## src/rtl/bicubic_pkg.sv

```systemverilog
package bicubic_pkg;

    // ==============================
    // pixel and window types
    // ==============================

    typedef logic [7:0] pixel_t;            // one luminance sample.
    typedef logic signed [13:0] tap_acc_t;  // holds the full kernel sum with sign.

    typedef pixel_t [3:0] row_t;            // the index is the window column.

    typedef struct packed {
        row_t row0;                         // oldest line.
        row_t row1;
        row_t row2;
        row_t row3;                         // line being received now.
    } win_t;

    typedef pixel_t [3:0] vset_t;           // vertical half-pixel per column.

    typedef struct packed {
        pixel_t orig;
        pixel_t horiz;
        pixel_t vert;
        pixel_t center;
    } quad_t;

    // ==============================
    // bicubic kernel at phase one half
    // ==============================

    function automatic pixel_t half_tap(
        input pixel_t p0,
        input pixel_t p1,
        input pixel_t p2,
        input pixel_t p3
    );
        tap_acc_t inner;
        tap_acc_t outer;
        tap_acc_t acc;
        inner = {6'd0, p1} + {6'd0, p2};
        outer = {6'd0, p0} + {6'd0, p3};
        acc   = (inner <<< 3) + inner - outer + 14'sd8;  // weights -1, 9, 9, -1 plus rounding.
        acc   = acc >>> 4;
        if (acc < 0) begin
            return 8'd0;
        end else if (acc > 14'sd255) begin
            return 8'd255;
        end
        return pixel_t'(acc);
    endfunction

endpackage
```

## src/rtl/bicubic_upscaler.sv

```systemverilog
`timescale 1ns/100ps

module bicubic_upscaler #(
    parameter int IMG_WIDTH  = 16,
    parameter int IMG_HEIGHT = 12
) (
    input  logic                clk,
    input  logic                rst_n,
    input  logic                pix_valid,
    input  bicubic_pkg::pixel_t pix_data,
    output bicubic_pkg::quad_t  quad,
    output logic                quad_valid,
    output logic                quad_last
);

    bicubic_pkg::win_t   win;
    logic                win_valid;
    logic                win_last;
    bicubic_pkg::pixel_t h_pix;
    logic                v_valid;
    logic                v_last;
    bicubic_pkg::vset_t  v_set;
    bicubic_pkg::pixel_t o_pix;

    window_buffer #(
        .IMG_WIDTH (IMG_WIDTH),
        .IMG_HEIGHT(IMG_HEIGHT)
    ) u_window_buffer (
        .clk      (clk),
        .rst_n    (rst_n),
        .pix_valid(pix_valid),
        .pix_data (pix_data),
        .win      (win),
        .win_valid(win_valid),
        .win_last (win_last)
    );

    // the merge stage takes h_pix on v_valid, so h_valid is left open.
    row_interp u_row_interp (
        .clk      (clk),
        .rst_n    (rst_n),
        .win_valid(win_valid),
        .win      (win),
        .h_valid  (),
        .h_pix    (h_pix)
    );

    col_interp u_col_interp (
        .clk      (clk),
        .rst_n    (rst_n),
        .win_valid(win_valid),
        .win_last (win_last),
        .win      (win),
        .v_valid  (v_valid),
        .v_last   (v_last),
        .v_set    (v_set),
        .o_pix    (o_pix)
    );

    quad_merge u_quad_merge (
        .clk       (clk),
        .rst_n     (rst_n),
        .v_valid   (v_valid),
        .v_last    (v_last),
        .v_set     (v_set),
        .o_pix     (o_pix),
        .h_pix     (h_pix),
        .quad      (quad),
        .quad_valid(quad_valid),
        .quad_last (quad_last)
    );

endmodule

```

## src/rtl/quad_merge.sv

```systemverilog
`timescale 1ns/100ps

module quad_merge (
    input  logic                clk,
    input  logic                rst_n,
    input  logic                v_valid,
    input  logic                v_last,
    input  bicubic_pkg::vset_t  v_set,
    input  bicubic_pkg::pixel_t o_pix,
    input  bicubic_pkg::pixel_t h_pix,
    output bicubic_pkg::quad_t  quad,
    output logic                quad_valid,
    output logic                quad_last
);

    bicubic_pkg::pixel_t center;

    // filtering the vertical results across the row gives the diagonal sample.
    assign center = bicubic_pkg::half_tap(v_set[0], v_set[1], v_set[2], v_set[3]);

    always_ff @(posedge clk or negedge rst_n) begin
        if (!rst_n) begin
            quad_valid <= 1'b0;
            quad_last  <= 1'b0;
        end else begin
            quad_valid <= v_valid;
            quad_last  <= v_valid && v_last;
        end
    end

    always_ff @(posedge clk) begin
        if (v_valid) begin
            quad.orig   <= o_pix;
            quad.horiz  <= h_pix;     // row_interp output lines up with v_valid.
            quad.vert   <= v_set[1];
            quad.center <= center;
        end
    end

    a_last_with_valid: assert property (
        @(posedge clk) disable iff (!rst_n)
        quad_last |-> quad_valid
    ) else $error("quad_last raised without quad_valid");

endmodule

```

## src/rtl/col_interp.sv

```systemverilog
`timescale 1ns/100ps

module col_interp (
    input  logic                clk,
    input  logic                rst_n,
    input  logic                win_valid,
    input  logic                win_last,
    input  bicubic_pkg::win_t   win,
    output logic                v_valid,
    output logic                v_last,
    output bicubic_pkg::vset_t  v_set,
    output bicubic_pkg::pixel_t o_pix
);

    bicubic_pkg::vset_t v_next;

    // one kernel per column, between window rows 1 and 2.
    always_comb begin
        for (int c = 0; c < 4; c++) begin
            v_next[c] = bicubic_pkg::half_tap(
                win.row0[c],
                win.row1[c],
                win.row2[c],
                win.row3[c]
            );
        end
    end

    always_ff @(posedge clk or negedge rst_n) begin
        if (!rst_n) begin
            v_valid <= 1'b0;
            v_last  <= 1'b0;
        end else begin
            v_valid <= win_valid;
            v_last  <= win_valid && win_last;
        end
    end

    always_ff @(posedge clk) begin
        if (win_valid) begin
            v_set <= v_next;
            o_pix <= win.row1[1];  // source pixel travels with its interpolations.
        end
    end

endmodule

```

## src/rtl/row_interp.sv

```systemverilog
`timescale 1ns/100ps

module row_interp (
    input  logic                clk,
    input  logic                rst_n,
    input  logic                win_valid,
    input  bicubic_pkg::win_t   win,
    output logic                h_valid,
    output bicubic_pkg::pixel_t h_pix
);

    bicubic_pkg::pixel_t h_next;

    // half-pixel between columns 1 and 2 of window row 1.
    assign h_next = bicubic_pkg::half_tap(
        win.row1[0],
        win.row1[1],
        win.row1[2],
        win.row1[3]
    );

    always_ff @(posedge clk or negedge rst_n) begin
        if (!rst_n) begin
            h_valid <= 1'b0;
        end else begin
            h_valid <= win_valid;
        end
    end

    always_ff @(posedge clk) begin
        if (win_valid) begin
            h_pix <= h_next;
        end
    end

endmodule

```

## src/rtl/window_buffer.sv

```systemverilog
`timescale 1ns/100ps

module window_buffer #(
    parameter int IMG_WIDTH  = 16,
    parameter int IMG_HEIGHT = 12
) (
    input  logic                clk,
    input  logic                rst_n,
    input  logic                pix_valid,
    input  bicubic_pkg::pixel_t pix_data,
    output bicubic_pkg::win_t   win,
    output logic                win_valid,
    output logic                win_last
);

    localparam int COL_W = $clog2(IMG_WIDTH);
    localparam int ROW_W = $clog2(IMG_HEIGHT);

    logic [COL_W-1:0]    col_cnt;
    logic [ROW_W-1:0]    row_cnt;
    logic                col_end;
    logic                row_end;
    logic                full_win;
    bicubic_pkg::row_t   rows [4];
    bicubic_pkg::pixel_t lb_dout [3];

    // ==============================
    // position counters
    // ==============================

    assign col_end  = (col_cnt == COL_W'(IMG_WIDTH - 1));
    assign row_end  = (row_cnt == ROW_W'(IMG_HEIGHT - 1));
    assign full_win = (col_cnt >= COL_W'(3)) && (row_cnt >= ROW_W'(3));

    always_ff @(posedge clk or negedge rst_n) begin
        if (!rst_n) begin
            col_cnt <= '0;
            row_cnt <= '0;
        end else if (pix_valid) begin
            if (col_end) begin
                col_cnt <= '0;
                row_cnt <= row_end ? '0 : row_cnt + 1'b1;  // wraps so frames can run back to back.
            end else begin
                col_cnt <= col_cnt + 1'b1;
            end
        end
    end

    always_ff @(posedge clk or negedge rst_n) begin
        if (!rst_n) begin
            win_valid <= 1'b0;
            win_last  <= 1'b0;
        end else begin
            win_valid <= pix_valid && full_win;
            win_last  <= pix_valid && col_end && row_end;
        end
    end

    // ==============================
    // line memories and shift rows
    // ==============================

    // each memory is fed from the oldest tap of the row below it.
    for (genvar i = 0; i < 3; i++) begin : g_line
        line_buffer #(
            .IMG_WIDTH(IMG_WIDTH)
        ) u_line_buffer (
            .clk     (clk),
            .rst_n   (rst_n),
            .shift_en(pix_valid),
            .din     (rows[i+1][0]),
            .dout    (lb_dout[i])
        );
    end

    always_ff @(posedge clk) begin
        if (pix_valid) begin
            rows[3] <= {pix_data, rows[3][3:1]};  // column 3 takes the newest pixel.
            for (int i = 0; i < 3; i++) begin
                rows[i] <= {lb_dout[i], rows[i][3:1]};
            end
        end
    end

    assign win = {rows[0], rows[1], rows[2], rows[3]};

    a_col_in_range: assert property (
        @(posedge clk) disable iff (!rst_n)
        int'(col_cnt) < IMG_WIDTH
    ) else $error("column counter left the image width");

    // a window only follows the strobe of the pixel that completes it.
    a_valid_after_strobe: assert property (
        @(posedge clk) disable iff (!rst_n)
        $rose(win_valid) |-> $past(pix_valid)
    ) else $error("win_valid rose without an input strobe");

endmodule

```

## src/rtl/line_buffer.sv

```systemverilog
`timescale 1ns/100ps

module line_buffer #(
    parameter int IMG_WIDTH = 16
) (
    input  logic                clk,
    input  logic                rst_n,
    input  logic                shift_en,
    input  bicubic_pkg::pixel_t din,
    output bicubic_pkg::pixel_t dout
);

    // the shift row in front of this memory adds the other four stages of the line.
    localparam int DEPTH = IMG_WIDTH - 4;
    localparam int PTR_W = (DEPTH > 1) ? $clog2(DEPTH) : 1;

    bicubic_pkg::pixel_t mem [DEPTH];
    logic [PTR_W-1:0]    ptr;

    assign dout = mem[ptr];  // oldest entry, replaced by din on the next shift.

    always_ff @(posedge clk or negedge rst_n) begin
        if (!rst_n) begin
            ptr <= '0;
        end else if (shift_en) begin
            ptr <= (ptr >= PTR_W'(DEPTH - 1)) ? '0 : ptr + 1'b1;
        end
    end

    always_ff @(posedge clk) begin
        if (shift_en) begin
            mem[ptr] <= din;
        end
    end

endmodule

```

## config.mk

```make
export PLATFORM = sky130hd
export DESIGN_NAME = bicubic_upscaler
export DESIGN_NICKNAME = d
export VERILOG_FILES = /design/src/rtl/bicubic_pkg.sv /design/src/rtl/bicubic_upscaler.sv /design/src/rtl/quad_merge.sv /design/src/rtl/col_interp.sv /design/src/rtl/row_interp.sv /design/src/rtl/window_buffer.sv /design/src/rtl/line_buffer.sv
export SDC_FILE = /design/constraint.sdc
export NUM_CORES = 1
export LEC_CHECK = 0
export ABC_CLOCK_PERIOD_IN_PS = 6850
export BUFFER_PORTS_ARGS = -buffer_cell sky130_fd_sc_hd__buf_2
export CORE_MARGIN = 2
export CORE_UTILIZATION = 64
export DETAILED_ROUTE_END_ITERATION = 7
export GPL_TIMING_DRIVEN = 0
export HOLD_SLACK_MARGIN = 0.02
export PLACE_DENSITY = 0.81
export SLEW_MARGIN = 20
export SYNTH_ARGS = -nofsm -noshare
export SYNTH_HDL_FRONTEND = slang
export SYNTH_SLANG_ARGS = --single-unit
```

## constraint.sdc

```tcl
create_clock -name clk -period 6.85 [get_ports clk]
set_clock_uncertainty 0.2 [all_clocks]
set_input_delay 0.685 -clock clk [delete_from_list [all_inputs] [get_ports clk]]
set_output_delay 0.685 -clock clk [all_outputs]
set_load 0.02 [all_outputs]
```

==> results of run 1 <==
-- timing repair --
action | CTS | global route
gates resized for setup | 0 | 0
endpoints found under the hold margin | 26 | 0
hold buffers | 1 | 0
buffers inserted | 0 | 0
-- sequential cells by signal, indices dropped and copies added, names as in the netlist, 4 cells and up --
register                                  cells
u_col_interp.o_pix                            8
u_col_interp.v_set                           32
u_quad_merge.quad                            32
u_row_interp.h_pix                            8
u_window_buffer.col_cnt                       4
u_window_buffer.g_line.u_line_buffer.mem    288
u_window_buffer.g_line.u_line_buffer.ptr     12
u_window_buffer.row_cnt                       4
u_window_buffer.rows                        128
-- worst max-delay path, cell delays in order, from the launching register on --
cell,delay [ns]
edfxtp_1,0.68
ha_1,0.35
fa_1,0.42
a21oi_1,0.23
o21bai_1,0.11
xnor2_1,0.45
fa_1,0.49
inv_1,0.07
ha_1,0.23
ha_1,0.34
a21oi_1,0.18
o31ai_2,0.13
o31ai_2,0.33
o21ai_2,0.16
a311o_1,0.38
a211o_1,0.41
o21a_1,0.15
-- Yosys cell counts, types with 7 or more instances --
| library cell | count | area (um2) |
|---|---|---|
| edfxtp_1 | 496 | 14900 |
| ha_1 | 254 | 3180 |
| inv_1 | 137 | 514 |
| a21oi_1 | 100 | 500 |
| nand2_1 | 88 | 330 |
| xnor2_1 | 78 | 683 |
| o21ai_0 | 73 | 365 |
| mux4_2 | 72 | 1620 |
| a21o_1 | 57 | 428 |
| xor2_1 | 56 | 490 |
| nor2_1 | 51 | 191 |
| o21a_1 | 41 | 308 |
| fa_1 | 36 | 721 |
| o21bai_1 | 28 | 210 |
| dfrtp_1 | 26 | 651 |
| mux2i_1 | 26 | 260 |
| clkbuf_1 | 25 | 93.8 |
| nand3_1 | 19 | 95.1 |
| nor3_1 | 18 | 90.1 |
| and2_1 | 15 | 93.8 |
| nand2b_1 | 9 | 56.3 |
| nor2b_1 | 9 | 56.3 |
| a31oi_1 | 8 | 50.1 |
| a21boi_1 | 7 | 52.6 |
| and3_1 | 7 | 43.8 |
-- cells by family (layout without fill, tap and decap cells) --
group / count (synthesis) / in the layout / share of synthesized area
adder cells (fa/ha/maj): 290 / 290 / 0.146
AND/OR/NAND/NOR: 232 / 232 / 0.0397
AO/OA/AOI/OAI: 371 / 371 / 0.0904
XOR/XNOR: 136 / 136 / 0.0452
flip-flops: 522 / 522 / 0.583
buffers and inverters: 170 / 313 / 0.0242
multiplexers: 101 / 101 / 0.0718
-- worst max path at each step --
stage	cells past startpoint	slack, ns	start	to
after floorplan	17	2.02	u_window_buffer.rows[0][32]	u_row_interp.h_pix[0]
after global placement	5	1.39	pix_valid	u_window_buffer.g_line[0].u_line_buffer.mem[2][5]
after detailed placement	16	1.33	u_window_buffer.rows[0][32]	u_col_interp.v_set[5]
after CTS	16	1.33	u_window_buffer.rows[0][32]	u_col_interp.v_set[5]
after global routing	18	1.05	u_window_buffer.rows[0][32]	u_col_interp.v_set[6]
final	16	1.28	u_window_buffer.rows[0][32]	u_col_interp.v_set[5]
-- metal layers --
metal  GRT usage  part of all wire  vias up  routed length [um]
li1            -                 -     7074                   -
met3      0.0335             0.056      142                3180
met5           0                 0        -                   0
met1       0.363              0.41     7654               23300
met2       0.447              0.49      577               27600
met4       0.114             0.042        0                2350
-- stage by stage --
step	std cells	setup slack, ns	hold WS [ns]	area [um2]	util
after global routing	2497	1.05	0.0381	29500	0.720
after floorplan	1822	2.02	0.189	26700	-
final	2497	1.28	0.0533	29500	0.720
after CTS	2497	1.33	0.0319	29500	0.719
after global placement	2398	1.39	0.203	27600	0.672
after detailed placement	2400	1.33	0.207	27600	0.674
-- cell type report --
cell class / instances / area [um2]
Clock buffer: 64 / 1420
Sequential cell: 522 / 15500
Tap cell: 532 / 666
Buffer: 33 / 131
Fill cell: 2526 / 11500
Clock inverter: 32 / 429
Multi-Input combinational cell: 1130 / 10500
Inverter: 137 / 514
Timing Repair Buffer: 47 / 284
==> results by group, run 1 <==
Run status
  – Status: finished clean

Clocking
  – Later-pin clock latency in the skew report: 0.61 ns
  – Maximum clock path buffer count: 3
  – CTS root buf: clkbuf_16
  – CTS buffer count: 52
  – Clock sinks: 522
  – CTS tree: done
  – Reg clk slew, reported paths: around 0.060 ns
  – # H-tree levels: 2

Die
  – IO Pins: 45
  – Die area: between 40000 and 50000 um2
  – Core area: between 40000 and 50000 um2
  – # rows: 74
  – Die W: 208 um
  – Effective utilization at floorplan: 0.651
  – Die span in y: around 210 um

Drt
  – DRC violations left: 0
  – Drt initial violations: 1398
  – DRT Pass-1 Iters: 5
  – Vias per std cell: slightly above 6
  – DR vias: 15400
  – Post-DR wirelength/cell: 22.6 um
  – Post-DRT Antenna Nets: 0
  – Final wirelength: 56.5 mm

Timing
  – Worst-margin pin slew: 1.10 ns
  – Fin crit share: 0.813
  – Final Hold Fails: 0
  – Finish-stage setup viols: 0
  – Worst slew margin: 0.260
  – Unrepaired setup endpoints after global routing: no
  – Min Tclk post-route: around 5.6 ns
  – Fin Setup TNS: 0 ns
  – Slew Limit Fails: 0
  – Highest clock rate: 180 MHz

Logic synthesis
  – Mapped Cells: 1822
  – Mapped Area: between 20000 and 30000 um2
  – Post-synth ARST share: 0.0498
  – Average size of a mapped cell: 14.6 um2
  – Post-synth cell types: 58
  – Mapped Nets: 2123
  – Post-synth EDFFs: 496
  – Post-synthesis sequential area ratio: 0.583
  – Yosys warning total: 0
  – Main synth FF type: edfxtp_1
  – Flops & latches, synth: around 520

Worst setup path
  – Worst setup EP type: flop
  – R2R depth: 16
  – Reg2Reg Setup Slack: ~1.3 ns
  – Max FO, Critical Path: 14
  – Crit Path Class: flop to flop
  – Worst Setup Start Kind: flop
  – Worst endpoint data arrival time: about 5.7 ns
  – R2r endpoint: u_col_interp.v_set[5]
  – CP required: 7.00 ns
  – Reg-to-reg startpoint: u_window_buffer.rows[0][32]

Placement
  – Gpl congestion: 0.910
  – PortBufs: 44
  – HPWL after detailed placement: 39.4 mm

GRT
  – First-pass GRT wire length: ~90 mm
  – Largest net degree at the start of global routing: 78
  – Total global-route track usage: 0.269
  – Antenna violations before repair: 1
  – Total grt overflow: 0
  – Vias in the first global route: 15800

Finish
  – N_diodes: 0
  – Most frequent cells in the layout: edfxtp_1, ha_1, inv_1
  – P&R area growth vs syn: 10.6%
  – Share of layout cells above drive strength 1: 0.124
  – Nets: 2224
  – Commonest non-fill, non-tap cell in the layout: edfxtp_1

Hold path
  – Hold depth: 1
  – Hold EP: u_window_buffer.rows[0][127]
  – Worst Hold Class: input port to flop
  – Worst hold start: pix_data[7]

Job
  – Max-Cap Viols: 0
Power of run 1 is left out: the tool's default activity adds up to more than one toggle a clock period on the data nets, which glitch-free logic cannot reach.
==> run 2, diff against run 1 <==
Settings changed: ABC_CLOCK_PERIOD_IN_PS 6850 to 5500.
Clock period 6.85 ns to 5.5 ns, I/O delays scaled along.
==> results by group, run 2 (same netlist as run 1, synthesis figures left out) <==
Clocking
  – CTS root buf: clkbuf_16
  – Reg clk slew, reported paths: 0.06 ns
  – # H-tree levels: 2
  – Clock sinks: about 520
  – CTS buffer count: 52
  – Later-pin clock latency in the skew report: 0.61 ns
  – Maximum clock path buffer count: 3
  – CTS tree: done

Job
  – Max-Cap Viols: 0

Worst setup path
  – Largest stage delay on the critical path: about 0.55 ns
  – Max FO, Critical Path: 8
  – Reg2Reg Setup Slack: about 0.23 ns
  – Slowest CP cell: fa_1
  – Worst endpoint data arrival time: 5.40 ns
  – Worst Setup Start Kind: flop
  – Worst Path Buf+Inv: 2
  – Worst setup EP type: flop
  – Crit Path Class: flop to flop
  – Family with the most delay on the worst path: compound AO/OA/AOI/OAI gates
  – CP required: 5.63 ns
  – Cell Chain, Critical Path: ha_1 > a21o_1 > a21oi_1 > o21bai_1 > a21oi_1 > o21ai_0 > xor2_1 > inv_1 > fa_1 > inv_1 > ha_1 > ha_1 > or2_2 > o31a_2 > a211o_1 > o31a_1 > xor2_4 > a21oi_1

GRT
  – Busiest grt layer: met2
  – Total global-route track usage: 0.271
  – Met3 usage: 0.0338
  – GR Util met1: 0.365
  – First-pass GRT wire length: 89.5 mm
  – Total grt overflow: 0
  – Met2 Usage GRT: 0.455
  – Largest net degree at the start of global routing: 78
  – Vias in the first global route: between 15000 and 20000
  – Antenna violations before repair: 1

Timing
  – Worst-margin pin slew: between 1 and 1.5 ns
  – Finish-stage setup viols: 0
  – Min Tclk post-route: between 5 and 6 ns
  – Worst slew margin: 0.256
  – Slew Limit Fails: 0
  – Fin Setup TNS: 0 ns
  – Highest clock rate: 190 MHz
  – Final Hold Fails: 0
  – Fin crit share: 0.958

Run status
  – Status: finished clean

Drt
  – DRT Pass-1 Iters: 5
  – DRC violations left: 0
  – Final wirelength: roughly 57 mm
  – Vias per std cell: 6.17
  – Drt initial violations: 1415
  – Post-DRT Antenna Nets: 0
  – Post-DR wirelength/cell: 22.7 um
  – DR vias: 15600

Finish
  – Final Core Density: 0.726
  – Biggest register: u_window_buffer.g_line.u_line_buffer.mem
  – Share of layout cells above drive strength 1: 0.134
  – Area of the multi-input gates: 10600 um2
  – P&R area growth vs syn: 11.6%
  – N_diodes: 0
  – Commonest non-fill, non-tap cell in the layout: edfxtp_1
  – Storage element area: 15500 um2
  – Largest register FFs: 288
  – Cell area after layout: 29800 um2
  – Filler cells: 2509
  – Most frequent cells in the layout: edfxtp_1, ha_1, inv_1
  – Largest regs: u_window_buffer.g_line.u_line_buffer.mem x288, u_window_buffer.rows x128
  – Nets: 2246

Die
  – # rows: 74
  – IO Pins: 45
  – Die W: 208 um
  – Core area: 41000 um2
  – Effective utilization at floorplan: 0.651
  – Die span in y: 208 um
  – Die area: 43300 um2

Placement
  – Placed Area: about 28000 um2
  – PortBufs: 44
  – Gpl congestion: 0.910
  – HPWL after detailed placement: about 39 mm

Hold path
  – Worst Hold Class: input port to flop
==> run 2: cell types whose count changed in the layout (fill, tap and decap cells not counted), sizes merged <==
cell         delta
dlygate4sd3     +8
buf            +14
==> run 2: final cells by class <==
class	instances	share of cell area
Clock inverter	32	0.0144
Inverter	137	0.0173
Tap cell	532	0.0223
Sequential cell	522	0.522
Clock buffer	64	0.0475
Buffer	33	0.00441
Timing Repair Buffer	69	0.0158
Multi-Input combinational cell	1130	0.356
==> run 2: repair_timing <==
action                                  4_1_cts  5_1_grt
resized for setup                             1       12
buffers inserted                              0       14
cloned                                        0        0
endpoints found under the setup margin        4       39
pin swaps                                     0        2
hold buffers                                  9        0
hold endpoints to repair                     34        0
==> run 2: worst paths after layout <==
| path | from | end | cells past startpoint |
|---|---|---|---|
| max | u_window_buffer.rows[0][41] | u_row_interp.h_pix[7] | 18 |
| min | pix_valid | u_window_buffer.rows[0][71] | 1 |
| max reg2reg | u_window_buffer.rows[0][41] | u_row_interp.h_pix[7] | 18 |
| min reg2reg | u_col_interp.o_pix[0] | u_quad_merge.quad[24] | 0 |
| max in group asynchronous | rst_n | u_window_buffer.win_valid | 2 |
| min in group asynchronous | rst_n | u_window_buffer.col_cnt[0] | 2 |
==> run 2: per-layer routing <==
metal / routed length [um] / share of wire
met3: 3140 / 0.055
met5: 0 / 0
met1: 23600 / 0.41
met4: 1980 / 0.035
met2: 28500 / 0.50
==> run 2: metrics by stage <==
stage          setup slack, ns  hold WS, ns  instances
5_1_grt                -0.0114        0.203       2519
2_1_floorplan            0.670       0.0544       1822
3_5_place_dp           -0.0166        0.207       2400
3_3_place_gp             0.178        0.203       2398
6_report                 0.228        0.199       2519
4_1_cts                 0.0426        0.185       2505
Power of run 2 is left out for the same reason.
